## src/common/pce_pkg.sv

```systemverilog
//==========================================================================
// PC Engine console I/O shared definitions
// Sample widths, pad and cheat geometry, configuration word layout,
// APB request and response bundles and the pad nibble page encoding
//==========================================================================

package pce_pkg;

	// Audio widths
	localparam int SAMPLE_W = 16;
	// Two guard bits cover three summed sources plus the 1/4 term
	localparam int MIX_W = 18;

	// Multitap geometry
	localparam int NUM_PADS = 5;
	localparam int PAD_BTN_W = 12;

	// Button bit positions inside one pad word
	localparam int BTN_RIGHT = 0;
	localparam int BTN_LEFT = 1;
	localparam int BTN_DOWN = 2;
	localparam int BTN_UP = 3;
	// I, II, Select, Run start here
	localparam int BTN_I = 4;
	// III to VI start here
	localparam int BTN_III = 8;

	// Cheat record made of 16-bit words at even byte offsets
	localparam int CODE_WORDS = 8;
	localparam int CODE_LAST_OFS = 2 * (CODE_WORDS - 1);

	// Single configuration register on the APB
	localparam logic [3:0] CFG_ADDR = 4'd0;

	//==========================================================================
	// Configuration word
	//==========================================================================
	typedef struct packed {
		logic turbo_tap;
		logic six_button;
		logic cheat_en;
		logic psg_en;
		logic cdda_en;
		logic adpcm_en;
	} cfg_t;

	// All audio sources on, everything else off
	localparam cfg_t CFG_RESET = '{
		turbo_tap: 1'b0,
		six_button: 1'b0,
		cheat_en: 1'b0,
		psg_en: 1'b1,
		cdda_en: 1'b1,
		adpcm_en: 1'b1
	};

	//==========================================================================
	// APB bundles
	//==========================================================================
	typedef struct packed {
		logic psel;
		logic penable;
		logic pwrite;
		logic [3:0] paddr;
		logic [31:0] pwdata;
	} apb_req_t;

	typedef struct packed {
		logic [31:0] prdata;
		logic pready;
		logic pslverr;
	} apb_rsp_t;

	//==========================================================================
	// Audio, pad and cheat payloads
	//==========================================================================
	typedef struct packed {
		logic signed [SAMPLE_W-1:0] cdda_l;
		logic signed [SAMPLE_W-1:0] cdda_r;
		logic signed [SAMPLE_W-1:0] psg_l;
		logic signed [SAMPLE_W-1:0] psg_r;
		// Mono source, feeds both channels
		logic signed [SAMPLE_W-1:0] adpcm;
	} audio_in_t;

	typedef struct packed {
		logic signed [SAMPLE_W-1:0] left;
		logic signed [SAMPLE_W-1:0] right;
	} audio_out_t;

	// Bit 0 is sel and bit 1 is clr, as the console drives them
	typedef struct packed {
		logic clr;
		logic sel;
	} pad_ctrl_t;

	// One word per pad, 1 means pressed
	typedef logic [NUM_PADS-1:0][PAD_BTN_W-1:0] pad_bank_t;

	typedef struct packed {
		logic [31:0] flags;
		logic [31:0] address;
		logic [31:0] compare;
		logic [31:0] replace;
	} cheat_code_t;

	// Encoded as {high page, sel}
	typedef enum logic [1:0] {
		NIB_BUTTONS = 2'd0,
		NIB_DIRS = 2'd1,
		NIB_EXTRA = 2'd2,
		NIB_NONE = 2'd3
	} nibble_page_e;

endpackage
```

## src/hw/pce_io_top.sv

```systemverilog
//==========================================================================
// PC Engine console I/O top level
// Configuration register, audio mixer, controller port and cheat
// record assembler, with the option bits fanned out to each block
//==========================================================================

module pce_io_top (
	input logic clk_sys,
	input logic reset,
	input pce_pkg::apb_req_t apb_req,
	input pce_pkg::audio_in_t audio_in,
	input pce_pkg::pad_ctrl_t pad_ctrl,
	input pce_pkg::pad_bank_t pads,
	input logic code_wr,
	input logic [3:0] code_offset,
	input logic [15:0] code_data,
	output pce_pkg::apb_rsp_t apb_rsp,
	output pce_pkg::audio_out_t audio_out,
	output logic [3:0] pad_nibble,
	output pce_pkg::cheat_code_t cheat_code,
	output logic code_valid,
	output logic cheat_en
);

	pce_pkg::cfg_t cfg;

	// Cheat enable is consumed outside this block
	assign cheat_en = cfg.cheat_en;

	pce_cfg_regs u_cfg_regs (
		.clk_sys(clk_sys),
		.reset(reset),
		.apb_req(apb_req),
		.apb_rsp(apb_rsp),
		.cfg(cfg)
	);

	pce_audio_mix u_audio_mix (
		.clk_sys(clk_sys),
		.reset(reset),
		.audio_in(audio_in),
		.psg_en(cfg.psg_en),
		.cdda_en(cfg.cdda_en),
		.adpcm_en(cfg.adpcm_en),
		.audio_out(audio_out)
	);

	pce_pad_port u_pad_port (
		.clk_sys(clk_sys),
		.reset(reset),
		.pad_ctrl(pad_ctrl),
		.pads(pads),
		.turbo_tap(cfg.turbo_tap),
		.six_button(cfg.six_button),
		.pad_nibble(pad_nibble)
	);

	cheat_code_loader u_cheat_loader (
		.clk_sys(clk_sys),
		.reset(reset),
		.code_wr(code_wr),
		.code_offset(code_offset),
		.code_data(code_data),
		.cheat_code(cheat_code),
		.code_valid(code_valid)
	);

endmodule

```

## src/hw/cheat_code_loader.sv

```systemverilog
//==========================================================================
// Cheat code assembler
// Collects eight 16-bit words by byte offset into one code record
// and flags the record complete after the last word
//==========================================================================

module cheat_code_loader (
	input logic clk_sys,
	input logic reset,
	input logic code_wr,
	input logic [3:0] code_offset,
	input logic [15:0] code_data,
	output pce_pkg::cheat_code_t cheat_code,
	output logic code_valid
);

	localparam logic [3:0] LAST_OFS = 4'(pce_pkg::CODE_LAST_OFS);

	always_ff @(posedge clk_sys) begin
		if (reset) begin
			cheat_code <= '0;
			code_valid <= 1'b0;
		end else begin
			// One-cycle strobe
			code_valid <= 1'b0;

			if (code_wr) begin
				// Low word first in each pair, odd offsets fall through
				case (code_offset)
					4'd0: cheat_code.flags[15:0] <= code_data;
					4'd2: cheat_code.flags[31:16] <= code_data;
					4'd4: cheat_code.address[15:0] <= code_data;
					4'd6: cheat_code.address[31:16] <= code_data;
					4'd8: cheat_code.compare[15:0] <= code_data;
					4'd10: cheat_code.compare[31:16] <= code_data;
					4'd12: cheat_code.replace[15:0] <= code_data;
					LAST_OFS: begin
						cheat_code.replace[31:16] <= code_data;
						// Last word closes the record
						code_valid <= 1'b1;
					end
					default: begin
					end
				endcase
			end
		end
	end

endmodule

```

## src/hw/pad/pce_pad_port.sv

```systemverilog
//==========================================================================
// Controller port
// Multitap pad select, six-button page toggle and the registered
// active-low nibble returned to the console
//==========================================================================

module pce_pad_port (
	input logic clk_sys,
	input logic reset,
	input pce_pkg::pad_ctrl_t pad_ctrl,
	input pce_pkg::pad_bank_t pads,
	input logic turbo_tap,
	input logic six_button,
	output logic [3:0] pad_nibble
);

	pce_pkg::pad_ctrl_t ctrl_q;
	logic [2:0] port_idx;
	logic high_page;
	logic pad_present;
	logic [pce_pkg::PAD_BTN_W-1:0] btn;
	pce_pkg::nibble_page_e page;
	logic [3:0] page_nibble;
	logic clr_rise;
	logic sel_rise;

	assign clr_rise = pad_ctrl.clr & ~ctrl_q.clr;
	assign sel_rise = pad_ctrl.sel & ~ctrl_q.sel;

	//==========================================================================
	// Page selection
	//==========================================================================
	// Indexes past the last pad see no buttons, so the low pages read F
	assign pad_present = (int'(port_idx) < pce_pkg::NUM_PADS);
	assign btn = pad_present ? pads[port_idx] : '0;

	assign page = pce_pkg::nibble_page_e'({high_page, pad_ctrl.sel});

	always_comb begin
		case (page)
			pce_pkg::NIB_BUTTONS: begin
				page_nibble = ~btn[pce_pkg::BTN_I +: 4];
			end
			pce_pkg::NIB_DIRS: begin
				// Console order is up, right, down, left from bit 0
				page_nibble = ~{btn[pce_pkg::BTN_LEFT], btn[pce_pkg::BTN_DOWN],
					btn[pce_pkg::BTN_RIGHT], btn[pce_pkg::BTN_UP]};
			end
			pce_pkg::NIB_EXTRA: begin
				page_nibble = ~btn[pce_pkg::BTN_III +: 4];
			end
			default: begin
				// Six-button pad ID page
				page_nibble = 4'h0;
			end
		endcase
	end

	//==========================================================================
	// Port index, page flag and nibble latch
	//==========================================================================
	always_ff @(posedge clk_sys) begin
		if (reset) begin
			ctrl_q <= '0;
			port_idx <= '0;
			high_page <= 1'b0;
			pad_nibble <= 4'h0;
		end else begin
			ctrl_q <= pad_ctrl;
			pad_nibble <= page_nibble;

			if (pad_ctrl.clr) begin
				port_idx <= '0;
				pad_nibble <= 4'h0;
				// Each clr pulse flips the page, only for six-button pads
				if (clr_rise) begin
					high_page <= ~high_page & six_button;
				end
			end else if (sel_rise && turbo_tap) begin
				port_idx <= port_idx + 3'd1;
			end
		end
	end

endmodule

```

## src/hw/pce_audio_mix.sv

```systemverilog
//==========================================================================
// Stereo audio mixer
// Sums CD-audio, PSG and ADPCM with per-source enables, then applies
// a gain of 1.25 and keeps the top 16 bits, two cycles of latency
//==========================================================================

module pce_audio_mix (
	input logic clk_sys,
	input logic reset,
	input pce_pkg::audio_in_t audio_in,
	input logic psg_en,
	input logic cdda_en,
	input logic adpcm_en,
	output pce_pkg::audio_out_t audio_out
);

	localparam int EXT_W = pce_pkg::MIX_W - pce_pkg::SAMPLE_W;

	logic signed [pce_pkg::MIX_W-1:0] sum_l;
	logic signed [pce_pkg::MIX_W-1:0] sum_r;
	logic signed [pce_pkg::MIX_W-1:0] mix_l;
	logic signed [pce_pkg::MIX_W-1:0] mix_r;

	// Sign-extend one source, zero when disabled
	function automatic logic signed [pce_pkg::MIX_W-1:0] src_term(
		input logic en,
		input logic signed [pce_pkg::SAMPLE_W-1:0] sample
	);
		return en ? {{EXT_W{sample[pce_pkg::SAMPLE_W-1]}}, sample} : '0;
	endfunction

	// Stage 1 per-channel sum, ADPCM goes to both sides
	always_ff @(posedge clk_sys) begin
		if (reset) begin
			sum_l <= '0;
			sum_r <= '0;
		end else begin
			sum_l <= src_term(cdda_en, audio_in.cdda_l) + src_term(psg_en, audio_in.psg_l)
				+ src_term(adpcm_en, audio_in.adpcm);
			sum_r <= src_term(cdda_en, audio_in.cdda_r) + src_term(psg_en, audio_in.psg_r)
				+ src_term(adpcm_en, audio_in.adpcm);
		end
	end

	// Stage 2 adds a quarter, so full scale of three sources still fits
	always_ff @(posedge clk_sys) begin
		if (reset) begin
			mix_l <= '0;
			mix_r <= '0;
		end else begin
			mix_l <= sum_l + (sum_l >>> 2);
			mix_r <= sum_r + (sum_r >>> 2);
		end
	end

	assign audio_out.left = mix_l[pce_pkg::MIX_W-1 -: pce_pkg::SAMPLE_W];
	assign audio_out.right = mix_r[pce_pkg::MIX_W-1 -: pce_pkg::SAMPLE_W];

endmodule

```

## src/hw/pce_cfg_regs.sv

```systemverilog
//==========================================================================
// Console option register
// APB slave with one 6-bit configuration word, zero wait states
//==========================================================================

module pce_cfg_regs (
	input logic clk_sys,
	input logic reset,
	input pce_pkg::apb_req_t apb_req,
	output pce_pkg::apb_rsp_t apb_rsp,
	output pce_pkg::cfg_t cfg
);

	localparam int CFG_W = $bits(pce_pkg::cfg_t);

	logic access;
	logic addr_hit;
	logic wr_en;

	// Access phase of an APB transfer
	assign access = apb_req.psel & apb_req.penable;
	assign addr_hit = (apb_req.paddr == pce_pkg::CFG_ADDR);
	// Writes to unmapped addresses are dropped
	assign wr_en = access & apb_req.pwrite & addr_hit;

	always_ff @(posedge clk_sys) begin
		if (reset) begin
			cfg <= pce_pkg::CFG_RESET;
		end else if (wr_en) begin
			cfg <= pce_pkg::cfg_t'(apb_req.pwdata[CFG_W-1:0]);
		end
	end

	//==========================================================================
	// Response
	//==========================================================================
	always_comb begin
		apb_rsp.pready = 1'b1;
		apb_rsp.pslverr = access & ~addr_hit;
		// Zero-extended option word, nothing else readable
		if (addr_hit) begin
			apb_rsp.prdata = 32'(cfg);
		end else begin
			apb_rsp.prdata = '0;
		end
	end

endmodule

```

## config.mk

```make
export PLATFORM = sky130hd
export DESIGN_NAME = pce_io_top
export DESIGN_NICKNAME = d
export VERILOG_FILES = /design/src/common/pce_pkg.sv /design/src/hw/pce_io_top.sv /design/src/hw/cheat_code_loader.sv /design/src/hw/pad/pce_pad_port.sv /design/src/hw/pce_audio_mix.sv /design/src/hw/pce_cfg_regs.sv
export SDC_FILE = /design/constraint.sdc
export NUM_CORES = 1
export LEC_CHECK = 0
export BUFFER_PORTS_ARGS = -buffer_cell sky130_fd_sc_hd__clkbuf_2
export CORE_MARGIN = 1.5
export CORE_UTILIZATION = 37
export CTS_BUF_LIST = sky130_fd_sc_hd__clkbuf_4
export DETAILED_ROUTE_END_ITERATION = 8
export SYNTH_ARGS = -nofsm -noshare
export SYNTH_HDL_FRONTEND = slang
export SYNTH_SLANG_ARGS = --single-unit
```

## constraint.sdc

```tcl
create_clock -name clk_sys -period 4 [get_ports clk_sys]
set_input_delay 0.4 -clock clk_sys [delete_from_list [all_inputs] [get_ports clk_sys]]
set_output_delay 0.4 -clock clk_sys [all_outputs]
set_load 0.05 [all_outputs]
```

Yosys cells after proc, flatten, opt, wreduce, memory -nomap -nowiden
Cells that the tools add are included.
Operators by class
  bitwise logic cells: 15
  equality and inequality tests: 9
  add/sub/neg operators: 7
  mux-type cells: 11
  order comparisons: 2
  reduce and logical (&&, ||, !) cells: 15
Operator list (count)
  $mux W18: 5
  $add A18 B18 Y18: 4
  $add A18 B16 Y18: 2
  $bmux W12 S3: 1
  $mux W12: 2
  $reduce_and A2 Y1: 9
  $eq A4 B4 Y1 const B: 4
  $not A4 Y4: 3
  $pmux W4 S3: 1
  $eq A4 B3 Y1 const B: 2
  $logic_not A4 Y1: 2
  $and A1 B1 Y1: 7
  $mux W6: 1
  $not A1 Y1: 5
  $eq A4 B2 Y1 const B: 1
  $lt A3 B4 Y1 const B: 1
  $reduce_or A2 Y1: 2
  $add A3 B1 Y3 const B: 1
  $lt A3 B3 Y1 const B: 1
  $eq A2 B1 Y1 const B: 1
  $eq A2 B2 Y1 const B: 1
  $logic_not A2 Y1: 1
  $logic_and A1 B1 Y1: 1
  $mux W1: 1
Storage, ports and cells
  input port bits: 204
  output and inout bits: 200
  bits in registers: 217
  logic and storage cells: 83

Longest topological paths before layout
Gate-level depths: netlist (run 1).
  word-level depth: 5
  mapped depth: 13
  gate-level depth less buffers: 11

Modules after synthesis
Synthesis (run 1) repeated with hierarchy kept, for this count alone.
Second synthesis, totals
  cells, all modules: 1319
  area total of the unflattened synthesis: 12355.6 sq um
By module, submodules not included
  pce_audio_mix: cells each 699, area each 5794.3 sq um, instances 1
  cheat_code_loader: cells each 461, area each 5099.9 sq um, instances 1
  pce_pad_port: cells each 94, area each 920.9 sq um, instances 1
  pce_cfg_regs: cells each 65, area each 540.5 sq um, instances 1

Worst setup path before layout (run 1)
OpenSTA, ideal clock, no wires.
  kind: register to register
  from: reg u_cfg_regs.cfg[0] (netlist name)
  to: reg u_audio_mix.sum_l[17] (netlist name)
  arrival: 3.353 ns
  slack: 0.576 ns
  required time: 3.930 ns
  period minus slack after synthesis: 3.424 ns
  stages on the path, launching flop included: 14
  cells stage by stage: dfxtp_1 > clkbuf_1 > clkbuf_1 > nand2_1 > fa_1 > inv_1 > ha_1 > fa_1 > a211oi_1 > nor2_1 > o22ai_2 > o311ai_1 > a2111o_1 > a21oi_1
Between the ends
  word-level cells in the longest chain between the ends: 2
Ends and longest elaborated chain
  $mux W18: line pce_audio_mix.sv:29  | return en ? {{EXT_W{sample[pce_pkg::SAMPLE_W-1]}}, sample} : '0;
  $add A18 B18 Y18: line pce_audio_mix.sv:39  | + src_term(adpcm_en, audio_in.adpcm);
  to (signal assigned): line pce_audio_mix.sv:38  | sum_l <= src_term(cdda_en, audio_in.cdda_l) + src_term(psg_en, audio_in.psg_l)
  to (decl): line pce_audio_mix.sv:19  | logic signed [pce_pkg::MIX_W-1:0] sum_l;
No other way between the ends.
A chain may end at the register's enable or synchronous reset.

Worst setup path in the final report (run 1)
  from: reg u_cfg_regs.cfg[0] (netlist name)
  to: reg u_audio_mix.sum_l[17] (netlist name)
Between the ends
  word-level cells in the longest chain between the ends: 2
Ends and longest elaborated chain (line)
  $mux W18: pce_audio_mix.sv:29
  $add A18 B18 Y18: pce_audio_mix.sv:39
No other way between the ends.

==> results of run 1 <==
==> area by class of cell <==
type / instances / area, um2
Timing Repair Buffer: 369 / 1920
Tap cell: 402 / 503
Antenna cell: 1 / 2.50
Clock inverter: 10 / 75.1
Clock buffer: 84 / 631
Fill cell: 3199 / 17000
Inverter: 60 / 225
Multi-Input combinational cell: 1070 / 6760
Sequential cell: 213 / 4260
==> power by group through the flow <==
| stage | logic, uW | registers [uW] | clock network, uW |
|---|---|---|---|
| finish | 2720 | 2490 | 1930 |
| global route | 2990 | 2520 | 2120 |
| CTS | 2720 | 2490 | 2010 |
| detailed placement | 2700 | 2540 | 0 |
| global placement | 2690 | 2540 | 0 |
| floorplan | 1540 | 3020 | 0 |
==> cells by family (layout without fill, tap and decap cells) <==
kind of cell	after synthesis	in the layout
AO/OA/AOI/OAI	309	309
XOR/XNOR	44	44
adder cells (fa/ha/maj)	99	99
buffers and inverters	170	523
flip-flops	213	213
multiplexers	28	28
other	2	28
AND/OR/NAND/NOR	563	563
==> worst paths after layout <==
check                                       from                              to  slack (ps)
setup / recovery               u_cfg_regs.cfg[0]           u_audio_mix.sum_l[17]         630
hold / removal                     code_data[10]   u_cheat_loader.cheat_code[26]          70
setup reg to reg               u_cfg_regs.cfg[0]           u_audio_mix.sum_l[17]         630
hold reg to reg   u_cheat_loader.cheat_code[101]  u_cheat_loader.cheat_code[101]         450
==> flip-flops by register name, summed over array words and instances, names as in the netlist <==
name                       flops
u_pad_port.high_page           1
u_audio_mix.sum_l             18
u_pad_port.port_idx            3
u_cheat_loader.code_valid      1
u_audio_mix.sum_r             18
u_cfg_regs.cfg                 6
u_cheat_loader.cheat_code    128
u_audio_mix.mix_r             16
u_pad_port.ctrl_q              2
u_pad_port.pad_nibble          4
u_audio_mix.mix_l             16
==> critical path, cell delays in order (launching register included) <==
cell	delay (ps)
dfxtp_1	410
nand2_1	150
fa_1	500
inv_1	40
ha_1	220
fa_1	480
a211oi_1	260
nor2_1	130
o22ai_2	210
o311ai_1	200
a2111o_1	450
a21oi_1	160
==> synthesized netlist by cell type, types with 3 or more instances <==
cell	number
o211ai_1	4
a211o_1	5
o22ai_1	4
nand2b_1	9
nor2_1	90
mux4_2	12
and3_1	5
a2111oi_0	3
a22oi_1	4
mux2i_1	12
dfxtp_1	213
fa_1	34
nor3_1	21
a211oi_1	25
nor2b_1	19
a2111o_1	3
buf_4	41
a21o_1	24
clkbuf_1	57
o21ai_0	20
buf_1	7
mux2_2	3
buf_2	5
nand3_1	22
ha_1	65
nor4_1	4
inv_1	60
nor3b_1	3
nand4_1	6
nand3b_1	3
xor2_1	22
o21ai_1	6
and2_1	37
a31oi_1	7
o21a_1	12
o21bai_1	3
nand2_1	333
a21oi_1	165
xnor2_1	22
==> per-layer routing <==
layer | GRT usage, % | wire length (um)
met5 | 0 | 0
met4 | 9.93 | 1440
met3 | 4.09 | 2090
met2 | 33.3 | 15700
met1 | 27.6 | 16100
==> timing repair <==
action,4_1_cts,5_1_grt
buffers inserted,0,0
endpoints found under the hold margin,23,0
hold buffers,9,0
==> stage by stage <==
stage,cells,utilization (%)
5_1_grt,2209,45.8
2_1_floorplan,1453,-
3_3_place_gp,2105,43.3
6_report,2209,45.8
3_5_place_dp,2105,43.3
4_1_cts,2208,45.8
==> run summary, run 1 <==
Status: finished clean
Clock transition at path regs: 70 ps
FP Rows: 65
Clk_lat worst skew: 720 ps
Drt pass-1 iters: 5
Sequential share of power: 34.9%
Final worst slack: 633 ps
Switching Power: 2840 uW
R2R depth: 11
CTS tree: done
Cts bufs inserted: 58
Max-cap viol count: 0
Clock buffer depth: 3
Final HPWL DP: 26.6 mm
VDD IR max: 0.238 mV
Slew @ Worst Pin: 1180 ps
Crit end category: flop
Slew Viols, Final: 0
Largest family of logic cells by synthesized area: simple AND/OR/NAND/NOR gates
Core area: 31400 um2
CP Launch Type: flop
Most common cell after layout, fill and taps aside: clkbuf_2
Area share of fa/ha/maj cells after synthesis: 12.7%
DRC viols: 0
Setup violation total in the final timing report: 0
Clock Sinks: 213
Synth Area per Inst: 8.21 um2
I/O pins: 404
Sw frac: 39.7%
Unrepaired setup endpoints after global routing: false
Hold Path Class: primary input to flop
Combinational Power Share: 38.1%
Post-synthesis mux area share: 3.71%
Final instance area: 14400 um2
Period utilization: 84.2%
Largest net degree at the start of global routing: 100
Yosys top cell by area: dfxtp_1
Post-synthesis sequential area ratio: 36.4%
CP max FO: 6
Vias in the first global route: 10500
ANT nets after route: 0
Gates resized, CTS repair: 0
H-tree Lvls: 2
Die W: 181 um
Initial core utilization: 37.4%
Min cycle time layout: 3370 ps
CP Data Required Time: 4570 ps
Hold depth: 3
WL final: 35.3 mm
Area grow syn2layout: 22.7%
Post-synthesis compound-gate area fraction: 16.2%
Internal power: 4300 uW
Netlist cell types: 68
Post-synth EDFFs: 0
Commonest cells after routing, fill and taps aside: clkbuf_2 (349), nand2_1 (333), dfxtp_1 (213)
Synth top area cells: dfxtp_1 (36%), nand2_1 (11%), a21oi_1 (7.0%)
First-pass GRT wire length: 55.4 mm
Avg WL per Cell: 16.0 um
Yosys top cell area share: 36.4%
Die area: 32800 um2
PD cells: 496 nW/um2
XOR/XNOR share of the synthesized area: 3.29%
Clock power frac: 27.1%
Simple-gate share of the synthesized area: 20.8%
Vias per cell: 4.96
Post-Syn Instances: 1428
Layout cell share with drive strength beyond 1: 26.2%
Tot Pwr: 7140 uW
Ys flop type: dfxtp_1
Max Clock Freq: 0.297 GHz
WS Path Type: flop to flop
Nets@finish: 2075
GRT overflow: 0
Worst EP arrival: 3940 ps
Leak: 0.00670 uW
Async SR Flop Fraction: 0%
Initial antenna violation count: 1
Initial DRC Count: 490
Post-place setup slack: 670 ps
Rel. slew slack: 20.8%
Via count: 11000
Gpl congestion: 0.846
Setup TNS: 0 ps
Die height: 181 um
Synth warn: 0
Mapped cell area: 11700 um2
Clk root buf: clkbuf_4
Total Routing Usage GR: 21.0%
Dpl cell area: 13600 um2
Fin. Hold Viols: 0
Worst hold margin: 66.4 ps
Seq cells post-synth: 213
# port buffers: 350
Layout Skew: 73.9 ps
No activity file was read; power rests on OpenSTA's default activity.
==> run 2, diff against run 1 <==
clock period = 3.04 ns   (was 4 ns; I/O delays follow)
==> run summary, run 2 (synthesis gave the netlist of run 1 again) <==
Internal power: 5640 uW (+31%)
Initial antenna violation count: 1 (unchanged)
Combinational Power Share: 40.1% (+2.0 points)
Gpl congestion: 0.883 (+4.4%)
CP Launch Type: flop
Drt pass-1 iters: 5 (unchanged)
Period utilization: 95.7% (+12 points)
Cts bufs inserted: 56 (-3.4%)
Vias in the first global route: 10900 (+3.6%)
Status: finished clean
Hold Path Class: primary input to flop
GRT overflow: 0 (unchanged)
CP max FO: 17 (+11)
Largest registers in the final layout: u_cheat_loader.cheat_code: 128 flops, u_audio_mix.sum_l: 18 flops, u_audio_mix.sum_r: 18 flops
Max-cap viol count: 0 (unchanged)
DRC viols: 0 (unchanged)
CP Data Required Time: 3610 ps (-960 ps)
Final HPWL DP: 26.9 mm (+1.0%)
Most common cell after layout, fill and taps aside: clkbuf_2
Avg WL per Cell: 15.6 um (-2.1%)
Die W: 181 um (unchanged)
Layout Skew: 55.2 ps (-18.7 ps)
H-tree Lvls: 2 (unchanged)
Initial core utilization: 37.4% (unchanged)
Rel. slew slack: 39.5% (+19 points)
Clock buffer depth: 3 (unchanged)
Die height: 181 um (unchanged)
Worst hold margin: 100 ps (+33.9 ps)
FP Rows: 65 (unchanged)
Max Clock Freq: 0.344 GHz (+16%)
Final worst slack: 130 ps (-502 ps)
Nets@finish: 2132 (+2.7%)
Sw frac: 39.6% (-0.15 points)
Clk root buf: clkbuf_4
Vias per cell: 4.95 (-0.30%)
VDD IR max: 0.343 mV (+44%)
Tot Pwr: 9340 uW (+31%)
Layout cell share with drive strength beyond 1: 28.5% (+2.4 points)
WS Path Type: flop to flop
ANT nets after route: 0 (unchanged)
Sequential share of power: 35.1% (+0.2 points)
Area grow syn2layout: 27.8%
Fin util: 47.7% (+1.9 points)
Leak: 0.00697 uW (+3.9%)
# port buffers: 350 (unchanged)
Fin. Hold Viols: 0 (unchanged)
Setup violation total in the final timing report: 0 (unchanged)
Clock transition at path regs: 60 ps (about the same)
Core area: 31400 um2 (unchanged)
Worst EP arrival: 3480 ps (-460 ps)
Min cycle time layout: 2910 ps (-458 ps)
Finished Layout Cells: 2264 (+2.5%)
PD cells: 623 nW/um2 (+26%)
Crit end category: flop
Commonest cells after routing, fill and taps aside: clkbuf_2 (349), nand2_1 (332), dfxtp_1 (211)
Slew @ Worst Pin: 907 ps (-276 ps)
Die area: 32800 um2 (unchanged)
Total Routing Usage GR: 21.2% (+0.22 points)
Clock Sinks: 213 (unchanged)
Largest Register: u_cheat_loader.cheat_code
First-pass GRT wire length: 56.4 mm (+1.8%)
Switching Power: 3690 uW (+30%)
Largest net degree at the start of global routing: 72 (-28%)
Clk_lat worst skew: 690 ps (-30 ps)
Via count: 11200 (+2.2%)
Clock power frac: 24.8% (-2.3 points)
CTS tree: done
Placed cells: 2143 (+1.8%)
# Post-CTS Setup Buffers: 0 (unchanged)
WL final: 35.4 mm (+0.38%)
I/O pins: 404 (unchanged)
Initial DRC Count: 648 (+32%)
Post-place setup slack: -30.0 ps (-700 ps)
Slew Viols, Final: 0 (unchanged)
Max reg flops: 128 (unchanged)
==> run 2: cell types whose count changed in the layout (fill, tap and decap cells not counted), sizes merged <==
cell / previous run / this run
clkbuf: 433 / 428
buf: 11 / 49
inv: 62 / 60
dlygate4sd3: 9 / 30
bufinv: 1 / 0
clkinvlp: 0 / 1
clkinv: 7 / 9
diode: 1 / 2
==> run 2: power by group through the flow <==
stage	clock network, uW	registers (uW)	logic [uW]
after CTS	2430	3280	3720
after floorplan	0	3970	2030
final	2310	3280	3740
after global routing	2560	3310	4110
after detailed placement	0	3340	3650
after global placement	0	3340	3630
==> run 2: critical path, stage by stage, from the launching register on <==
cell and delay [ps]:
dfxtp_4 360, buf_6 140, buf_8 150, and2_1 160
fa_1 590, ha_4 220, a211oi_1 230, o21ai_1 100
o211ai_1 120, o311ai_2 170, a2111o_1 410, a21oi_2 140
==> run 2: path summary, 6_finish.rpt <==
check | from | endpoint | slack (ps) | depth (start not counted)
worst max-delay path | u_cfg_regs.cfg[1] | u_audio_mix.sum_l[17] | 130 | 11
worst min-delay path | pads[52] | u_pad_port.pad_nibble[0] | 100 | 4
worst max register to register | u_cfg_regs.cfg[1] | u_audio_mix.sum_l[17] | 130 | 11
worst min register to register | u_cheat_loader.cheat_code[14] | u_cheat_loader.cheat_code[14] | 450 | 2
==> run 2: routing by layer <==
| metal | track usage [%] | part of all wire (%) | vias to the layer above |
|---|---|---|---|
| li1 | - | - | 5595 |
| met1 | 27.6 | 45 | 5121 |
| met4 | 9.97 | 4.1 | 0 |
| met3 | 3.59 | 5.9 | 90 |
| met5 | 0 | 0 | - |
| met2 | 34.4 | 45 | 391 |
==> run 2: cell type report <==
type	instances	area, um2
multi-input combinational	1070	6880
timing repair buffer	428	2460
sequential	213	4270
fill	3147	16400
antenna	2	5.00
clock inverter	10	50.0
clock buffer	79	593
tap	402	503
inverter	60	225
==> run 2: timing repair <==
| action | in CTS | in global routing |
|---|---|---|
| gates resized for setup | 10 | 22 |
| hold endpoints to repair | 141 | 0 |
| pin swaps | 2 | 12 |
| hold buffers | 30 | 0 |
| endpoints found under the setup margin | 8 | 11 |
==> run 2: stage by stage <==
| step | cell area (um2) | setup TNS (ps) |
|---|---|---|
| final | 15000 | 0 |
| after global routing | 15000 | -32.0 |
| after detailed placement | 13900 | -40.0 |
| after global placement | 13900 | -8.97 |
| after CTS | 14900 | 0 |
| after floorplan | 11800 | -27.0 |
==> run 3, diff against run 2 <==
--- a/config.mk
+++ b/config.mk
@@ -11,4 +11,5 @@
 export CTS_BUF_LIST = sky130_fd_sc_hd__clkbuf_4
 export DETAILED_ROUTE_END_ITERATION = 8
+export GPL_TIMING_DRIVEN = 0
 export SYNTH_ARGS = -nofsm -noshare
 export SYNTH_HDL_FRONTEND = slang
==> constraint.sdc (replaced) <==
create_clock -name clk_sys -period 3.04 [get_ports clk_sys]
set_input_delay 0.304 -clock clk_sys [delete_from_list [all_inputs] [get_ports clk_sys]]
set_output_delay 0.304 -clock clk_sys [all_outputs]
set_load 0.1 [all_outputs]
==> run summary, run 3 (synthesis gave the netlist of run 1 again) <==
First-pass GRT wire length: 58.3 mm (+3.4%)
Worst EP arrival: 3560 ps (+80 ps)
PD cells: 680 nW/um2 (+9.1%)
Slowest stage delay, CP: 520 ps (-70 ps)
CP max FO: 8 (-9)
Via count: 11500 (+2.5%)
Leak: 0.00712 uW (+2.2%)
Die W: 181 um (unchanged)
Setup violation total in the final timing report: 1 (+1)
Crit path max-delay cell type: fa_1
CTS tree: done
Register area: 4270 um2 (about the same)
Vias per cell: 4.94 (-0.13%)
Rel. slew slack: 25.9% (-14 points)
GRT overflow: 0 (unchanged)
Most common cell after layout, fill and taps aside: clkbuf_2
FP Rows: 65 (unchanged)
Clk_lat worst skew: 700 ps (about the same)
CP top delay family: adder cells
DRC viols: 0 (unchanged)
Initial core utilization: 37.4% (unchanged)
Max Clock Freq: 0.329 GHz (-4.3%)
# port buffers: 331 (-5.4%)
Failing checks: negative setup slack
I/O pins: 404 (unchanged)
CP Buf/Inv Count: 3 (+1)
CP cell instances: buf_8, clkbuf_16, nand2_4, fa_1, inv_2, ha_4, fa_2, a21o_1, a41o_1, o22a_1, nand4_1, nand3_2, mux2_2
Largest Register: u_cheat_loader.cheat_code
Hold Path Class: primary input to flop
Clock power frac: 24.1% (-0.7 points)
Max-cap viol count: 0 (unchanged)
Die height: 181 um (unchanged)
Max reg flops: 128 (unchanged)
Initial antenna violation count: 1 (unchanged)
Clock Sinks: 213 (unchanged)
Crit end category: flop
Clk root buf: clkbuf_4
Filler Cells Inserted: 3127 (-0.64%)
Fin. Hold Viols: 0 (unchanged)
H-tree Lvls: 2 (unchanged)
Layout cell share with drive strength beyond 1: 29.2% (+0.62 points)
Clock transition at path regs: 70 ps (about the same)
Cts bufs inserted: 56 (unchanged)
CP Launch Type: flop
Final worst slack: -0.824 ps (-131 ps)
Finished Layout Cells: 2323 (+2.6%)
Internal power: 5850 uW (+3.6%)
Area grow syn2layout: 31.7%
Slew @ Worst Pin: 1100 ps (+194 ps)
Nets@finish: 2184 (+2.4%)
Commonest cells after routing, fill and taps aside: clkbuf_2 (331), nand2_1 (329), dfxtp_1 (210)
Placed cells: 2186 (+2.0%)
Gpl congestion: 0.873 (-1.1%)
Min cycle time layout: 3040 ps (+131 ps)
Layout Skew: 64.4 ps (+9.22 ps)
Switching Power: 4660 uW (+26%)
Sequential share of power: 31.1% (-4.0 points)
Final HPWL DP: 29.7 mm (+11%)
Area occupied by multi-input gates: 7050 um2 (+2.5%)
VDD IR max: 0.609 mV (+78%)
CP Data Required Time: 3560 ps (-50 ps)
Total Routing Usage GR: 22.4% (+1.2 points)
Vias in the first global route: 11100 (+1.8%)
Status: finished, violations left
Drt pass-1 iters: 5 (unchanged)
ANT nets after route: 0 (unchanged)
Combinational Power Share: 44.8% (+4.7 points)
Avg WL per Cell: 16.4 um (+4.9%)
Post-place setup slack: -527 ps (-497 ps)
Period utilization: 100% (+4.3 points)
Sw frac: 44.3% (+4.8 points)
Largest registers in the final layout: u_cheat_loader.cheat_code: 128 flops, u_audio_mix.sum_l: 18 flops, u_audio_mix.sum_r: 18 flops
Unrepaired setup endpoints after global routing: true
Die area: 32800 um2 (unchanged)
Initial DRC Count: 524 (-19%)
WL final: 38.1 mm (+7.6%)
WS Path Type: flop to flop
Slew Viols, Final: 0 (unchanged)
Clock buffer depth: 3 (unchanged)
Largest net degree at the start of global routing: 17 (-76%)
Core area: 31400 um2 (unchanged)
## run 3: cell type report
cell class	count	share of cell area, %
multi-input combinational	1070	45.6
sequential	213	27.7
timing repair buffer	372	13.2
buffer	108	4.15
clock buffer	84	4.08
tap	402	3.26
inverter	60	1.46
clock inverter	13	0.567
antenna	1	0.0162
## run 3: path summary, 6_finish.rpt
| kind | to | startpoint | slack [ps] | depth (start not counted) |
|---|---|---|---|---|
| max | u_audio_mix.sum_r[13] | u_cfg_regs.cfg[0] | -0.8 | 13 |
| min | u_cheat_loader.cheat_code[35] | code_offset[0] | 80 | 4 |
| max reg2reg | u_audio_mix.sum_r[13] | u_cfg_regs.cfg[0] | -0.8 | 13 |
| min reg2reg | u_cheat_loader.cheat_code[16] | u_cheat_loader.cheat_code[16] | 450 | 2 |
## run 3: worst min-delay path: cells and delay by family
kind	cells	cell delay, ps
AO/OA/AOI/OAI	1	50
AND/OR/NAND/NOR	2	190
buffers and inverters	1	170
## run 3: layer usage
layer	share of wire (%)	GRT usage (%)
met5	0	0
met4	4.8	10.7
met3	5.6	4.35
met2	44	35.9
met1	46	29.0
## run 3: power by group through the flow
stage / sequential (uW) / clock, uW / combinational [uW]
global placement: 3330 / 0 / 4410
finish: 3270 / 2530 / 4710
detailed placement: 3330 / 0 / 4440
global route: 3300 / 2760 / 5050
CTS: 3270 / 2610 / 4580
floorplan: 4700 / 0 / 2110
## run 3: metrics by stage
| stage | area, um2 | power [uW] | util [%] | TNS (ps) | hold slack (ps) |
|---|---|---|---|---|---|
| 6_report | 15400 | 10500 | 49.2 | -0.824 | 75.1 |
| 5_1_grt | 15400 | 11100 | 49.2 | -679 | 46.6 |
| 4_1_cts | 15200 | 10500 | 48.6 | -179 | 3.84 |
| 3_5_place_dp | 14000 | 7770 | 44.6 | -4350 | 446 |
| 3_3_place_gp | 14000 | 7750 | 44.6 | -4140 | 442 |
| 2_1_floorplan | 11800 | 6810 | - | -27.0 | 383 |
## run 3: timing repair
action | 4_1_cts | 5_1_grt
cloned | 0 | 0
resized for setup | 42 | 44
pin swaps | 13 | 12
endpoints found under the hold margin | 135 | 0
endpoints found under the setup margin | 20 | 15
hold buffers | 30 | 0
buffers inserted | 8 | 3
